<file path="config.mk">
export PLATFORM = sky130hd
export DESIGN_NAME = lc3b_core
export DESIGN_NICKNAME = d
export VERILOG_FILES = /design/src/verilog/lc3b_types.sv /design/src/verilog/cpu_control.sv /design/src/verilog/execute_stage.sv /design/src/verilog/instr_receiver.sv /design/src/verilog/issue_stage.sv /design/src/verilog/lc3b_core.sv /design/src/verilog/regfile.sv /design/src/verilog/writeback_sender.sv
export VERILOG_INCLUDE_DIRS = /design/src /design/src/verilog
export SDC_FILE = /design/constraint.sdc
export NUM_CORES = 1
export LEC_CHECK = 0
export BUFFER_PORTS_ARGS = -buffer_cell sky130_fd_sc_hd__buf_2
export CAP_MARGIN = 20
export CORE_MARGIN = 1.5
export CORE_UTILIZATION = 44
export DETAILED_ROUTE_END_ITERATION = 16
export PLACE_DENSITY_LB_ADDON = 0.15
export SLEW_MARGIN = 15
export SYNTH_ARGS = -nofsm -noshare
export SYNTH_HDL_FRONTEND = slang
export SYNTH_HIERARCHICAL = 1
export SYNTH_SLANG_ARGS = --single-unit
</file>
<file path="constraint.sdc">
create_clock -name clk -period 4.6 [get_ports clk]
set_input_delay 0.69 -clock clk [delete_from_list [all_inputs] [get_ports clk]]
set_output_delay 0.69 -clock clk [all_outputs]
set_load 0.1 [all_outputs]
</file>
<file path="src/verilog/lc3b_config.svh">
`ifndef LC3B_CONFIG_SVH
`define LC3B_CONFIG_SVH

`define LC3B_WORD_WIDTH 16  // data and instruction width
`define LC3B_NUM_REGS   8   // architectural registers r0..r7
`define LC3B_REG_BITS   3   // register index width

`endif

</file>
<file path="src/verilog/lc3b_types.sv">
`include "lc3b_config.svh"

package lc3b_types;

    typedef logic [`LC3B_WORD_WIDTH-1:0] lc3b_word;
    typedef logic [`LC3B_REG_BITS-1:0]   lc3b_reg;

    // standard lc-3b opcode encodings
    typedef enum logic [3:0] {
        op_br   = 4'b0000,
        op_add  = 4'b0001,
        op_ldb  = 4'b0010,
        op_stb  = 4'b0011,
        op_jsr  = 4'b0100,
        op_and  = 4'b0101,
        op_ldr  = 4'b0110,
        op_str  = 4'b0111,
        op_rti  = 4'b1000,
        op_not  = 4'b1001,
        op_ldi  = 4'b1010,
        op_sti  = 4'b1011,
        op_jmp  = 4'b1100,
        op_shf  = 4'b1101,
        op_lea  = 4'b1110,
        op_trap = 4'b1111
    } lc3b_opcode;

    typedef enum logic [2:0] {
        alu_add,
        alu_and,
        alu_not,
        alu_pass,
        alu_sll,
        alu_srl,
        alu_sra
    } lc3b_aluop;

    typedef enum logic [1:0] {
        sel_src2,
        sel_imm4,
        sel_imm5
    } lc3b_alumux_sel;

    typedef enum logic {
        sel_alu_out,
        sel_pc_plus_off
    } lc3b_wbmux_sel;

endpackage : lc3b_types

</file>
<file path="src/verilog/cpu_control.sv">
module cpu_control (
    input  lc3b_types::lc3b_opcode     opcode,
    input  logic                       ir_4,
    input  logic                       ir_5,
    output lc3b_types::lc3b_aluop      aluop,
    output lc3b_types::lc3b_alumux_sel alumux_sel,
    output lc3b_types::lc3b_wbmux_sel  wbmux_sel,
    output logic                       load_regfile,
    output logic                       load_cc,
    output logic                       uses_src2
);

    import lc3b_types::*;

    always_comb begin : decode
        aluop        = alu_pass;
        alumux_sel   = sel_src2;
        wbmux_sel    = sel_alu_out;
        load_regfile = 1'b0;
        load_cc      = 1'b0;
        uses_src2    = 1'b0;

        case (opcode)
            op_add, op_and: begin
                aluop        = (opcode == op_add) ? alu_add : alu_and;
                load_regfile = 1'b1;
                load_cc      = 1'b1;
                if (ir_5) begin
                    alumux_sel = sel_imm5;   // immediate form
                end else begin
                    alumux_sel = sel_src2;
                    uses_src2  = 1'b1;       // only the register form reads sr2
                end
            end
            op_not: begin
                aluop        = alu_not;
                load_regfile = 1'b1;
                load_cc      = 1'b1;
            end
            op_shf: begin
                case ({ir_4, ir_5})
                    2'b10:   aluop = alu_srl;
                    2'b11:   aluop = alu_sra;
                    default: aluop = alu_sll;  // ir_4 low is always left
                endcase
                alumux_sel   = sel_imm4;       // amount in ir[3:0]
                load_regfile = 1'b1;
                load_cc      = 1'b1;
            end
            op_lea: begin
                wbmux_sel    = sel_pc_plus_off;
                load_regfile = 1'b1;
                load_cc      = 1'b1;
            end
            // branches, jumps, memory ops and trap write nothing here
            default: ;
        endcase
    end

endmodule : cpu_control

</file>
<file path="src/verilog/execute_stage.sv">
module execute_stage (
    input  logic                       clk,
    input  logic                       arst_n,
    input  logic                       ex_valid,
    input  lc3b_types::lc3b_aluop      ex_aluop,
    input  lc3b_types::lc3b_alumux_sel ex_alumux_sel,
    input  lc3b_types::lc3b_wbmux_sel  ex_wbmux_sel,
    input  logic                       ex_load_cc,
    input  lc3b_types::lc3b_reg        ex_dest,
    input  lc3b_types::lc3b_word       ex_src1,
    input  lc3b_types::lc3b_word       ex_src2,
    input  lc3b_types::lc3b_word       ex_imm,
    input  lc3b_types::lc3b_word       ex_pc_plus_off,
    output logic                       ex_stall,
    output logic                       wb_valid,
    output lc3b_types::lc3b_reg        wb_dest,
    output lc3b_types::lc3b_word       wb_value,
    output logic [2:0]                 wb_cc,
    input  logic                       wb_stall
);

    import lc3b_types::*;

    lc3b_word   opb;
    lc3b_word   alu_out;
    lc3b_word   result;
    logic [3:0] shamt;
    logic [2:0] cc;

    always_comb begin : operand_select
        case (ex_alumux_sel)
            sel_imm4: opb = lc3b_word'(ex_imm[3:0]);  // zero extended
            sel_imm5: opb = ex_imm;
            default:  opb = ex_src2;
        endcase
    end

    assign shamt = opb[3:0];

    always_comb begin : alu
        case (ex_aluop)
            alu_add: alu_out = ex_src1 + opb;        // wraps mod 2^16
            alu_and: alu_out = ex_src1 & opb;
            alu_not: alu_out = ~ex_src1;
            alu_sll: alu_out = ex_src1 << shamt;
            alu_srl: alu_out = ex_src1 >> shamt;
            alu_sra: alu_out = lc3b_word'($signed(ex_src1) >>> shamt);
            default: alu_out = ex_src1;
        endcase
    end

    assign result = (ex_wbmux_sel == sel_pc_plus_off) ? ex_pc_plus_off : alu_out;

    always_comb begin : cond_codes
        if (!ex_load_cc) begin
            cc = 3'b000;
        end else if (result[$bits(lc3b_word)-1]) begin
            cc = 3'b100;  // n
        end else if (result == '0) begin
            cc = 3'b010;  // z
        end else begin
            cc = 3'b001;  // p
        end
    end

    assign ex_stall = wb_valid && wb_stall;

    always_ff @(posedge clk or negedge arst_n) begin
        if (!arst_n) begin
            wb_valid <= 1'b0;
            wb_dest  <= '0;
            wb_value <= '0;
            wb_cc    <= '0;
        end else if (!ex_stall) begin
            wb_valid <= ex_valid;
            if (ex_valid) begin
                wb_dest  <= ex_dest;
                wb_value <= result;
                wb_cc    <= cc;
            end
        end
    end

endmodule : execute_stage

</file>
<file path="src/verilog/instr_receiver.sv">
module instr_receiver (
    input  logic                 clk,
    input  logic                 arst_n,
    input  logic                 in_req,
    input  lc3b_types::lc3b_word in_instr,
    input  lc3b_types::lc3b_word in_pc,
    output logic                 in_ack,
    output logic                 buf_valid,
    output lc3b_types::lc3b_word buf_instr,
    output lc3b_types::lc3b_word buf_pc,
    input  logic                 buf_take
);

    typedef enum logic [1:0] {
        st_idle,
        st_hold,
        st_release
    } rx_state_t;

    rx_state_t state;
    logic      capture;

    assign in_ack  = (state == st_hold);
    assign capture = (state == st_idle) && in_req && !buf_valid;

    always_ff @(posedge clk or negedge arst_n) begin
        if (!arst_n) begin
            state     <= st_idle;
            buf_valid <= 1'b0;
            buf_instr <= '0;
            buf_pc    <= '0;
        end else begin
            if (capture) begin
                buf_valid <= 1'b1;
                buf_instr <= in_instr;
                buf_pc    <= in_pc;
            end else if (buf_take) begin
                buf_valid <= 1'b0;
            end

            case (state)
                st_idle: begin
                    if (capture) begin
                        state <= st_hold;
                    end
                end
                st_hold: begin
                    if (!in_req) begin  // source let go, drop ack
                        state <= (buf_valid && !buf_take) ? st_release : st_idle;
                    end
                end
                st_release: begin
                    if (!buf_valid || buf_take) begin  // wait for the buffer to drain
                        state <= st_idle;
                    end
                end
                default: state <= st_idle;
            endcase
        end
    end

    // ack only ever goes up for a word that landed in an empty buffer
    assert property (@(posedge clk) disable iff (!arst_n)
        $rose(in_ack) |-> $past(!buf_valid) && buf_valid);

endmodule : instr_receiver

</file>
<file path="src/verilog/issue_stage.sv">
`include "lc3b_config.svh"

module issue_stage (
    input  logic                       clk,
    input  logic                       arst_n,
    input  logic                       buf_valid,
    input  lc3b_types::lc3b_word       buf_instr,
    input  lc3b_types::lc3b_word       buf_pc,
    output logic                       buf_take,
    output logic                       ex_valid,
    output lc3b_types::lc3b_aluop      ex_aluop,
    output lc3b_types::lc3b_alumux_sel ex_alumux_sel,
    output lc3b_types::lc3b_wbmux_sel  ex_wbmux_sel,
    output logic                       ex_load_cc,
    output lc3b_types::lc3b_reg        ex_dest,
    output lc3b_types::lc3b_word       ex_src1,
    output lc3b_types::lc3b_word       ex_src2,
    output lc3b_types::lc3b_word       ex_imm,
    output lc3b_types::lc3b_word       ex_pc_plus_off,
    input  logic                       ex_stall,
    input  logic                       wb_valid,
    input  lc3b_types::lc3b_reg        wb_dest,
    input  logic                       rf_we,
    input  lc3b_types::lc3b_reg        rf_waddr,
    input  lc3b_types::lc3b_word       rf_wdata
);

    import lc3b_types::*;

    lc3b_opcode     opcode;
    lc3b_reg        dest;
    lc3b_reg        sr1;
    lc3b_reg        sr2;
    lc3b_word       imm5_sext;
    lc3b_word       off9_sext;
    lc3b_word       rdata1;
    lc3b_word       rdata2;
    lc3b_aluop      aluop;
    lc3b_alumux_sel alumux_sel;
    lc3b_wbmux_sel  wbmux_sel;
    logic           load_regfile;
    logic           load_cc;
    logic           uses_src2;
    logic           hazard;
    logic           ex_free;

    assign opcode    = lc3b_opcode'(buf_instr[15:12]);
    assign dest      = buf_instr[11:9];
    assign sr1       = buf_instr[8:6];
    assign sr2       = buf_instr[2:0];
    assign imm5_sext = {{(`LC3B_WORD_WIDTH-5){buf_instr[4]}}, buf_instr[4:0]};
    assign off9_sext = {{(`LC3B_WORD_WIDTH-9){buf_instr[8]}}, buf_instr[8:0]};

    cpu_control u_control (
        .opcode      (opcode),
        .ir_4        (buf_instr[4]),
        .ir_5        (buf_instr[5]),
        .aluop       (aluop),
        .alumux_sel  (alumux_sel),
        .wbmux_sel   (wbmux_sel),
        .load_regfile(load_regfile),
        .load_cc     (load_cc),
        .uses_src2   (uses_src2)
    );

    regfile u_regfile (
        .clk   (clk),
        .arst_n(arst_n),
        .raddr1(sr1),
        .raddr2(sr2),
        .rdata1(rdata1),
        .rdata2(rdata2),
        .we    (rf_we),
        .waddr (rf_waddr),
        .wdata (rf_wdata)
    );

    // raw interlock against anything not yet committed, no forwarding
    assign hazard = load_regfile &&
        ((ex_valid && (ex_dest == sr1 || (uses_src2 && ex_dest == sr2))) ||
         (wb_valid && (wb_dest == sr1 || (uses_src2 && wb_dest == sr2))));

    assign ex_free  = !ex_valid || !ex_stall;
    assign buf_take = buf_valid && !hazard && (!load_regfile || ex_free);  // drops take no slot

    always_ff @(posedge clk or negedge arst_n) begin
        if (!arst_n) begin
            ex_valid       <= 1'b0;
            ex_aluop       <= alu_add;
            ex_alumux_sel  <= sel_src2;
            ex_wbmux_sel   <= sel_alu_out;
            ex_load_cc     <= 1'b0;
            ex_dest        <= '0;
            ex_src1        <= '0;
            ex_src2        <= '0;
            ex_imm         <= '0;
            ex_pc_plus_off <= '0;
        end else if (ex_free) begin
            ex_valid <= buf_take && load_regfile;
            if (buf_take && load_regfile) begin
                ex_aluop       <= aluop;
                ex_alumux_sel  <= alumux_sel;
                ex_wbmux_sel   <= wbmux_sel;
                ex_load_cc     <= load_cc;
                ex_dest        <= dest;
                ex_src1        <= rdata1;
                ex_src2        <= rdata2;
                ex_imm         <= imm5_sext;              // imm4 is its low nibble
                ex_pc_plus_off <= buf_pc + (off9_sext << 1);
            end
        end
    end

    assert property (@(posedge clk) disable iff (!arst_n)
        ex_valid && ex_stall |=> ex_valid && $stable(ex_dest) &&
                                 $stable(ex_src1) && $stable(ex_src2));

endmodule : issue_stage

</file>
<file path="src/verilog/lc3b_core.sv">
module lc3b_core (
    input  logic                 clk,
    input  logic                 arst_n,
    input  logic                 in_req,
    input  lc3b_types::lc3b_word in_instr,
    input  lc3b_types::lc3b_word in_pc,
    output logic                 in_ack,
    output logic                 out_req,
    input  logic                 out_ack,
    output lc3b_types::lc3b_reg  out_dest,
    output lc3b_types::lc3b_word out_value,
    output logic [2:0]           out_cc
);

    import lc3b_types::*;

    logic           buf_valid;
    lc3b_word       buf_instr;
    lc3b_word       buf_pc;
    logic           buf_take;
    logic           ex_valid;
    lc3b_aluop      ex_aluop;
    lc3b_alumux_sel ex_alumux_sel;
    lc3b_wbmux_sel  ex_wbmux_sel;
    logic           ex_load_cc;
    lc3b_reg        ex_dest;
    lc3b_word       ex_src1;
    lc3b_word       ex_src2;
    lc3b_word       ex_imm;
    lc3b_word       ex_pc_plus_off;
    logic           ex_stall;
    logic           wb_valid;
    lc3b_reg        wb_dest;
    lc3b_word       wb_value;
    logic [2:0]     wb_cc;
    logic           wb_stall;
    logic           rf_we;
    lc3b_reg        rf_waddr;
    lc3b_word       rf_wdata;

    instr_receiver u_receiver (
        .clk      (clk),
        .arst_n   (arst_n),
        .in_req   (in_req),
        .in_instr (in_instr),
        .in_pc    (in_pc),
        .in_ack   (in_ack),
        .buf_valid(buf_valid),
        .buf_instr(buf_instr),
        .buf_pc   (buf_pc),
        .buf_take (buf_take)
    );

    // holds the register file, written back from the sender
    issue_stage u_issue (
        .clk           (clk),
        .arst_n        (arst_n),
        .buf_valid     (buf_valid),
        .buf_instr     (buf_instr),
        .buf_pc        (buf_pc),
        .buf_take      (buf_take),
        .ex_valid      (ex_valid),
        .ex_aluop      (ex_aluop),
        .ex_alumux_sel (ex_alumux_sel),
        .ex_wbmux_sel  (ex_wbmux_sel),
        .ex_load_cc    (ex_load_cc),
        .ex_dest       (ex_dest),
        .ex_src1       (ex_src1),
        .ex_src2       (ex_src2),
        .ex_imm        (ex_imm),
        .ex_pc_plus_off(ex_pc_plus_off),
        .ex_stall      (ex_stall),
        .wb_valid      (wb_valid),
        .wb_dest       (wb_dest),
        .rf_we         (rf_we),
        .rf_waddr      (rf_waddr),
        .rf_wdata      (rf_wdata)
    );

    execute_stage u_execute (
        .clk           (clk),
        .arst_n        (arst_n),
        .ex_valid      (ex_valid),
        .ex_aluop      (ex_aluop),
        .ex_alumux_sel (ex_alumux_sel),
        .ex_wbmux_sel  (ex_wbmux_sel),
        .ex_load_cc    (ex_load_cc),
        .ex_dest       (ex_dest),
        .ex_src1       (ex_src1),
        .ex_src2       (ex_src2),
        .ex_imm        (ex_imm),
        .ex_pc_plus_off(ex_pc_plus_off),
        .ex_stall      (ex_stall),
        .wb_valid      (wb_valid),
        .wb_dest       (wb_dest),
        .wb_value      (wb_value),
        .wb_cc         (wb_cc),
        .wb_stall      (wb_stall)
    );

    writeback_sender u_sender (
        .clk      (clk),
        .arst_n   (arst_n),
        .wb_valid (wb_valid),
        .wb_dest  (wb_dest),
        .wb_value (wb_value),
        .wb_cc    (wb_cc),
        .wb_stall (wb_stall),
        .out_req  (out_req),
        .out_ack  (out_ack),
        .out_dest (out_dest),
        .out_value(out_value),
        .out_cc   (out_cc),
        .rf_we    (rf_we),
        .rf_waddr (rf_waddr),
        .rf_wdata (rf_wdata)
    );

endmodule : lc3b_core

</file>
<file path="src/verilog/regfile.sv">
`include "lc3b_config.svh"

module regfile (
    input  logic                 clk,
    input  logic                 arst_n,
    input  lc3b_types::lc3b_reg  raddr1,
    input  lc3b_types::lc3b_reg  raddr2,
    output lc3b_types::lc3b_word rdata1,
    output lc3b_types::lc3b_word rdata2,
    input  logic                 we,
    input  lc3b_types::lc3b_reg  waddr,
    input  lc3b_types::lc3b_word wdata
);

    import lc3b_types::*;

    lc3b_word regs [`LC3B_NUM_REGS];

    // no bypass, new value shows up the cycle after the write
    assign rdata1 = regs[raddr1];
    assign rdata2 = regs[raddr2];

    always_ff @(posedge clk or negedge arst_n) begin
        if (!arst_n) begin
            for (int i = 0; i < `LC3B_NUM_REGS; i++) begin
                regs[i] <= '0;
            end
        end else if (we) begin
            regs[waddr] <= wdata;
        end
    end

endmodule : regfile

</file>
<file path="src/verilog/writeback_sender.sv">
module writeback_sender (
    input  logic                 clk,
    input  logic                 arst_n,
    input  logic                 wb_valid,
    input  lc3b_types::lc3b_reg  wb_dest,
    input  lc3b_types::lc3b_word wb_value,
    input  logic [2:0]           wb_cc,
    output logic                 wb_stall,
    output logic                 out_req,
    input  logic                 out_ack,
    output lc3b_types::lc3b_reg  out_dest,
    output lc3b_types::lc3b_word out_value,
    output logic [2:0]           out_cc,
    output logic                 rf_we,
    output lc3b_types::lc3b_reg  rf_waddr,
    output lc3b_types::lc3b_word rf_wdata
);

    typedef enum logic [1:0] {
        st_idle,
        st_wait_ack_high,
        st_wait_ack_low
    } tx_state_t;

    tx_state_t state;

    // payload stays in the execute/write-back register until the entry frees
    assign out_req   = (state == st_wait_ack_high);
    assign out_dest  = wb_dest;
    assign out_value = wb_value;
    assign out_cc    = wb_cc;

    assign rf_we    = out_req && out_ack;  // once, on the first ack high
    assign rf_waddr = wb_dest;
    assign rf_wdata = wb_value;

    assign wb_stall = wb_valid && !(state == st_wait_ack_low && !out_ack);

    always_ff @(posedge clk or negedge arst_n) begin
        if (!arst_n) begin
            state <= st_idle;
        end else begin
            case (state)
                st_idle: begin
                    if (wb_valid) begin
                        state <= st_wait_ack_high;
                    end
                end
                st_wait_ack_high: begin
                    if (out_ack) begin
                        state <= st_wait_ack_low;
                    end
                end
                st_wait_ack_low: begin
                    if (!out_ack) begin  // retire, execute may refill now
                        state <= st_idle;
                    end
                end
                default: state <= st_idle;
            endcase
        end
    end

    assert property (@(posedge clk) disable iff (!arst_n)
        out_req |=> !out_req || ($stable(out_value) && $stable(out_dest)));

endmodule : writeback_sender
</file>
Yosys cells after proc, flatten, opt, wreduce, memory -nomap -nowiden
Cells that the tools add are included.
- add/subtract/negate cells: 2
- magnitude comparators: 4
- equality and inequality tests: 28
- shifts and indexed selects: 3
- muxes and demuxes: 35
- bitwise logic cells: 6
- reduce and logical (&&, ||, !) cells: 41
- operators with widths (cell ; number):
    $bwmux W128 ; 1
    $bmux W16 S3 ; 2
    $mux W16 ; 6
    $pmux W16 S6 ; 1
    $demux W16 S3 ; 1
    $add A16 B16 Y16 ; 2
    $pmux W16 S2 ; 1
    $mux W2 ; 9
    $and A16 B16 Y16 ; 1
    $logic_and A1 B1 Y1 ; 16
    $logic_not A16 Y1 ; 1
    $not A16 Y16 ; 1
    $shl A16 B4 Y16 ; 1
    $shr A16 B4 Y16 ; 1
    $sshr A16 B4 Y16 ; 1
    $eq A3 B3 Y1 ; 4
    $eq A4 B4 Y1 const B ; 3
    $ge A4 B4 Y1 const B ; 3
    $not A3 Y4 ; 3
    $pmux W2 S3 ; 2
    $eq A2 B2 Y1 const B ; 5
    $eq A3 B3 Y1 const B ; 3
    $pmux W3 S3 ; 1
    $logic_not A1 Y1 ; 8
    20 further kinds ; 42
- bits in registers: 252
- input port bits: 36
- output and inout port bits: 24
- logic and storage cells: 146

Depth between registers and ports, before layout
- depth in word-level cells: 16
- depth in mapped cells: 20
- gate-level depth less buffers: 16

By module
Netlist, hierarchy kept.
- by module, submodules not included (module ; times used ; cells each ; area each (um2) ; seq. area each (um2)):
    regfile ; 1 ; 393 ; 7004.2 ; 3203.1
    execute_stage ; 1 ; 613 ; 4277.9 ; 575.6
    issue_stage ; 1 ; 262 ; 3348.2 ; 1601.5
    instr_receiver ; 1 ; 79 ; 1346.3 ; 875.8
    writeback_sender ; 1 ; 51 ; 416.6 ; 50.0
    cpu_control ; 1 ; 15 ; 97.6 ; 0.0

Worst setup path before layout
No wires, ideal clock.
- path kind: reg-to-reg
- start: register u_issue.ex_alumux_sel[0]
- end: register u_execute.wb_cc[1]
- setup time: 68 ps
- arrival: 4017 ps
- data required time: 4532 ps
- setup slack: 514 ps
- stages on the path, launching flop included: 19
- buffers on the path: 3
- period minus slack after synthesis: 4086 ps
- cells stage by stage: dfrtp_1 > inv_1 > ha_1 > buf_6 > buf_2 > nor2b_1 > clkbuf_1 > a22o_1 > ha_1 > a211oi_1 > o21bai_1 > a21oi_1 > nor2_1 > o31ai_1 > mux2_2 > o31ai_1 > nand3_1 > nor4b_2 > a32o_1
- cells in the longest elaborated chain, start to end: 9
- elaborated cells between the ends (all ways): 14
- classes of those cells: add/sub (1); eq/ne (2); shift (3); mux (6); bitwise (1); reduce/logical (1)
- RTL lines (what ; line ; RTL):
    start, declared ; issue_stage.sv:12 ; output lc3b_types::lc3b_alumux_sel ex_alumux_sel,
    start signal, assigned ; issue_stage.sv:90 ; ex_alumux_sel <= sel_src2;
    start signal, assigned ; issue_stage.sv:102 ; ex_alumux_sel <= alumux_sel;
    $eq A2 B2 Y1 / $eq A2 B1 Y1 (equally long branches) ; execute_stage.sv:31 ; case (ex_alumux_sel)
    $pmux W16 S2 * ; execute_stage.sv:31 ;
    $add A16 B16 Y16 (tied with other cells) ; execute_stage.sv:42 ; alu_add: alu_out = ex_src1 + opb;
    $pmux W16 S6 * ; execute_stage.sv:41 ; case (ex_aluop)
    $mux W16 * ; execute_stage.sv:52 ; assign result = (ex_wbmux_sel == sel_pc_plus_off) ? ex_pc_plus_off : alu_out;
    $logic_not A16 Y1 ; execute_stage.sv:59 ; end else if (result == '0) begin
    $mux W2 ; execute_stage.sv:59 ;
    $mux W3 * ; execute_stage.sv:57 ; end else if (result[$bits(lc3b_word)-1]) begin
    $mux W3 * ; execute_stage.sv:55 ; if (!ex_load_cc) begin
    end signal, assigned ; execute_stage.sv:73 ; wb_cc <= '0;
    end signal, assigned ; execute_stage.sv:79 ; wb_cc <= cc;
    end, declared ; execute_stage.sv:18 ; output logic [2:0] wb_cc,
Every way passes the cells marked *; elsewhere a longest branch is shown, timed or not.
A chain may end at the register's enable or synchronous reset.

Worst setup path after layout
Ends and elaborated chain as after synthesis.

==> results.md <==
* CP required at 5050 ps
* Initial antenna violation count at 0
* PnR Total Power at 14.7 mW
* Max FO, Critical Path at 30
* Proportion of layout cells with a drive suffix above 1 at 32.3%
* Post-synthesis sequential area ratio at 38.2%
* FMAX at 0.227 GHz
* Primary FF master, synth: dfrtp_1
* # IOs at 60
* Sw frac at 45.6%
* Setup Buffers After CTS at 0
* Startpoint Class: flop
* Die height at 197 um
* CTS sink cnt at 252
* Worst Path Arrival at 4870 ps
* Vias per cell at 6.36
* CP Capture Type: flop
* Setup violations, final at 0
* Slew margin rel. at 35.6%
* Fin. Hold Viols at 0
* Root buf cell: clkbuf_16
* Initial Util at 44.8%
* Number of diodes at 0
* Vias in the first global route at 12,000
* Largest net degree at the start of global routing at 120
* Comb power frac at 54.4%
* Lkg Pwr at 8.28 nW
* Fin crit share at 95.9%
* Worst skew pair latency at 570 ps
* Commonest non-fill, non-tap cell in the layout: mux2_2
* Core Area at 36,800 um^2
* First-pass GRT wire length at 77,300 um
* GRT overflow at 0
* Max-slew violation total from the final report at 0
* Die width at 197 um
* Hold Path Class: primary input to asynchronous set/reset pin
* Reg power frac at 28.7%
* RSZ-0062 raised after global routing: false
* Async set-reset flop share out of synthesis at 100%
* Cell Area, Synth at 16,500 um^2
* Netlist cell types at 88
* Clk pwr share at 16.9%
* Worst-Margin Slew at 963 ps
* Violation count after the first detailed-route iteration at 961
* H-tree depth at 1
* Max-cap viol count at 0
* Final ANT Viol Nets at 0
* Wire length per cell at 26.6 um
* P&R area growth vs syn at 9.02%
* Clock Path Buffers at 3
* Initial DRT Pass Iterations at 5
* CTS tree: built
* Internal cell power at 8.02 mW
* Sw Pwr at 6.71 mW
* DP HPWL at 35,600 um
* Die area at 38,600 um^2
* Status: finished clean
* Average cell area after synthesis at 11.7 um^2
* Count of hold buffers inserted by post-cts repair at 0
* Skew final at 7.75 ps
* DRT Wirelength at 50,700 um
* GPL Wtd Cong at 0.996
* Mapped Cells at 1,413
* Final min period at 4410 ps
* Post-synth EDFFs at 0
* Clock transition at path regs at 60 ps
* Syn Nets at 1,484
* Most frequent cells in the layout: mux2_2, dfrtp_1, nand2_1
* Via count at 12,100
* TritonCTS Buffers at 29
* Setup TNS after final layout at 0 ps
* Max rail drop VDD at 0.514 mV
* #FFs+latches synth at 252
* Gr usage total at 26.5%
* Synth Warn # at 6
* Nets at 1,489
* Num rows at 70
* Port Buffers at 59
* Setup Crit Path Kind: flop to flop
* Power density over the cells at 820 nW/um^2
* Drt drc at 0
cells by family after synthesis:
| family | synth area share (%) |
|---|---|
| flip-flops | 38.2 |
| AO/OA/AOI/OAI | 13.2 |
| buffers and inverters | 6.54 |
| AND/OR/NAND/NOR | 8.37 |
| adder cells (fa/ha/maj) | 2.75 |
| multiplexers | 29.3 |
| XOR/XNOR | 1.59 |
synth_stat cells (all sizes together), types with 16 or more instances:
| cell type | number | share of area [%] |
|---|---|---|
| a21oi | 53 | 1.6 |
| a22oi | 19 | 0.86 |
| buf | 114 | 5.2 |
| clkbuf | 29 | 0.68 |
| dfrtp | 252 | 38 |
| ha | 33 | 2.5 |
| inv | 27 | 0.63 |
| mux2 | 263 | 18 |
| mux4 | 68 | 11 |
| nand2 | 92 | 2.1 |
| nand2b | 17 | 0.69 |
| nand3 | 16 | 0.49 |
| nor2 | 66 | 1.6 |
| nor3 | 17 | 0.55 |
| o211ai | 29 | 1.4 |
| o21ai | 71 | 2.3 |
| xnor2 | 22 | 1.2 |
worst max-delay path, cell delays in order (launching register included):
cell and delay [ps]:
dfrtp_1 380, inv_1 60, ha_1 490, buf_12 250, o21a_1 200, inv_2 50
ha_1 430, o211ai_1 160, o211ai_1 210, o21ai_0 180, o21ai_0 480, a311o_1 280
xnor2_1 60, o21ai_0 370, o311ai_0 380, a32o_1 320
state kept, by name (all words and copies together), names as in the netlist, 5 cells and up:
| register | flops |
|---|---|
| u_receiver/buf_instr | 16 |
| u_issue/ex_imm | 5 |
| u_issue/ex_src1 | 16 |
| u_execute/wb_value | 16 |
| u_issue/ex_src2 | 16 |
| u_receiver/buf_pc | 16 |
| u_issue/ex_pc_plus_off | 16 |
| u_issue/u_regfile/regs | 128 |
power by group through the flow:
stage / logic, mW / registers [mW] / clock network (mW)
after floorplan: 6.30 / 3.63 / 0
after global routing: 8.53 / 4.37 / 2.65
after global placement: 7.86 / 4.22 / 0
after CTS: 7.87 / 4.22 / 2.56
final: 8.02 / 4.22 / 2.50
after detailed placement: 7.82 / 4.24 / 0
final cells by class:
type | instances | area, um^2
Timing Repair Buffer | 116 | 771
Clock buffer | 41 | 811
Multi-Input combinational cell | 992 | 9170
Tap cell | 468 | 586
Fill cell | 3383 | 18800
Sequential cell | 252 | 6310
Inverter | 27 | 104
Clock inverter | 12 | 231
routing by layer:
layer	vias to the layer above	GRT usage [%]	wire length, um
li1	5370	-	-
met3	97	3.06	2780
met5	-	0	0
met4	0	7.66	1660
met1	6238	40.4	24100
met2	427	39.4	22100
metrics by stage:
step | util (%) | std cells | worst slack [ps] | hold slack, ps | area, um^2
final | 48.9 | 1908 | 187 | 189 | 18000
after global routing | 48.9 | 1908 | 9.35 | 274 | 18000
after CTS | 48.8 | 1907 | 130 | 239 | 18000
after detailed placement | 46.0 | 1854 | -187 | 476 | 16900
after global placement | 46.0 | 1854 | -135 | 477 | 16900
after floorplan | - | 1413 | 514 | 394 | 16500
final timing paths:
check / startpoint / endpoint / slack (ps) / cells after the start
max reg2reg: u_issue/ex_alumux_sel[0] / u_execute/wb_cc[1] / 190 / 15
min in group clk: in_pc[2] / u_receiver/buf_pc[2] / 340 / 2
min reg2reg: u_issue/ex_imm[2] / u_issue/ex_imm[2] / 480 / 1
max in group asynchronous: arst_n / u_issue/ex_pc_plus_off[4] / 3410 / 2
min: arst_n / u_issue/u_regfile/regs[27] / 190 / 1
max: u_issue/ex_alumux_sel[0] / u_execute/wb_cc[1] / 190 / 15
what timing repair did:
item | CTS | global route
setup endpoints to repair | 2 | 3
gates resized for setup | 1 | 5
gates cloned | 0 | 1
pin swaps | 0 | 0
Note: power is estimated with default switching activity, not from simulation.
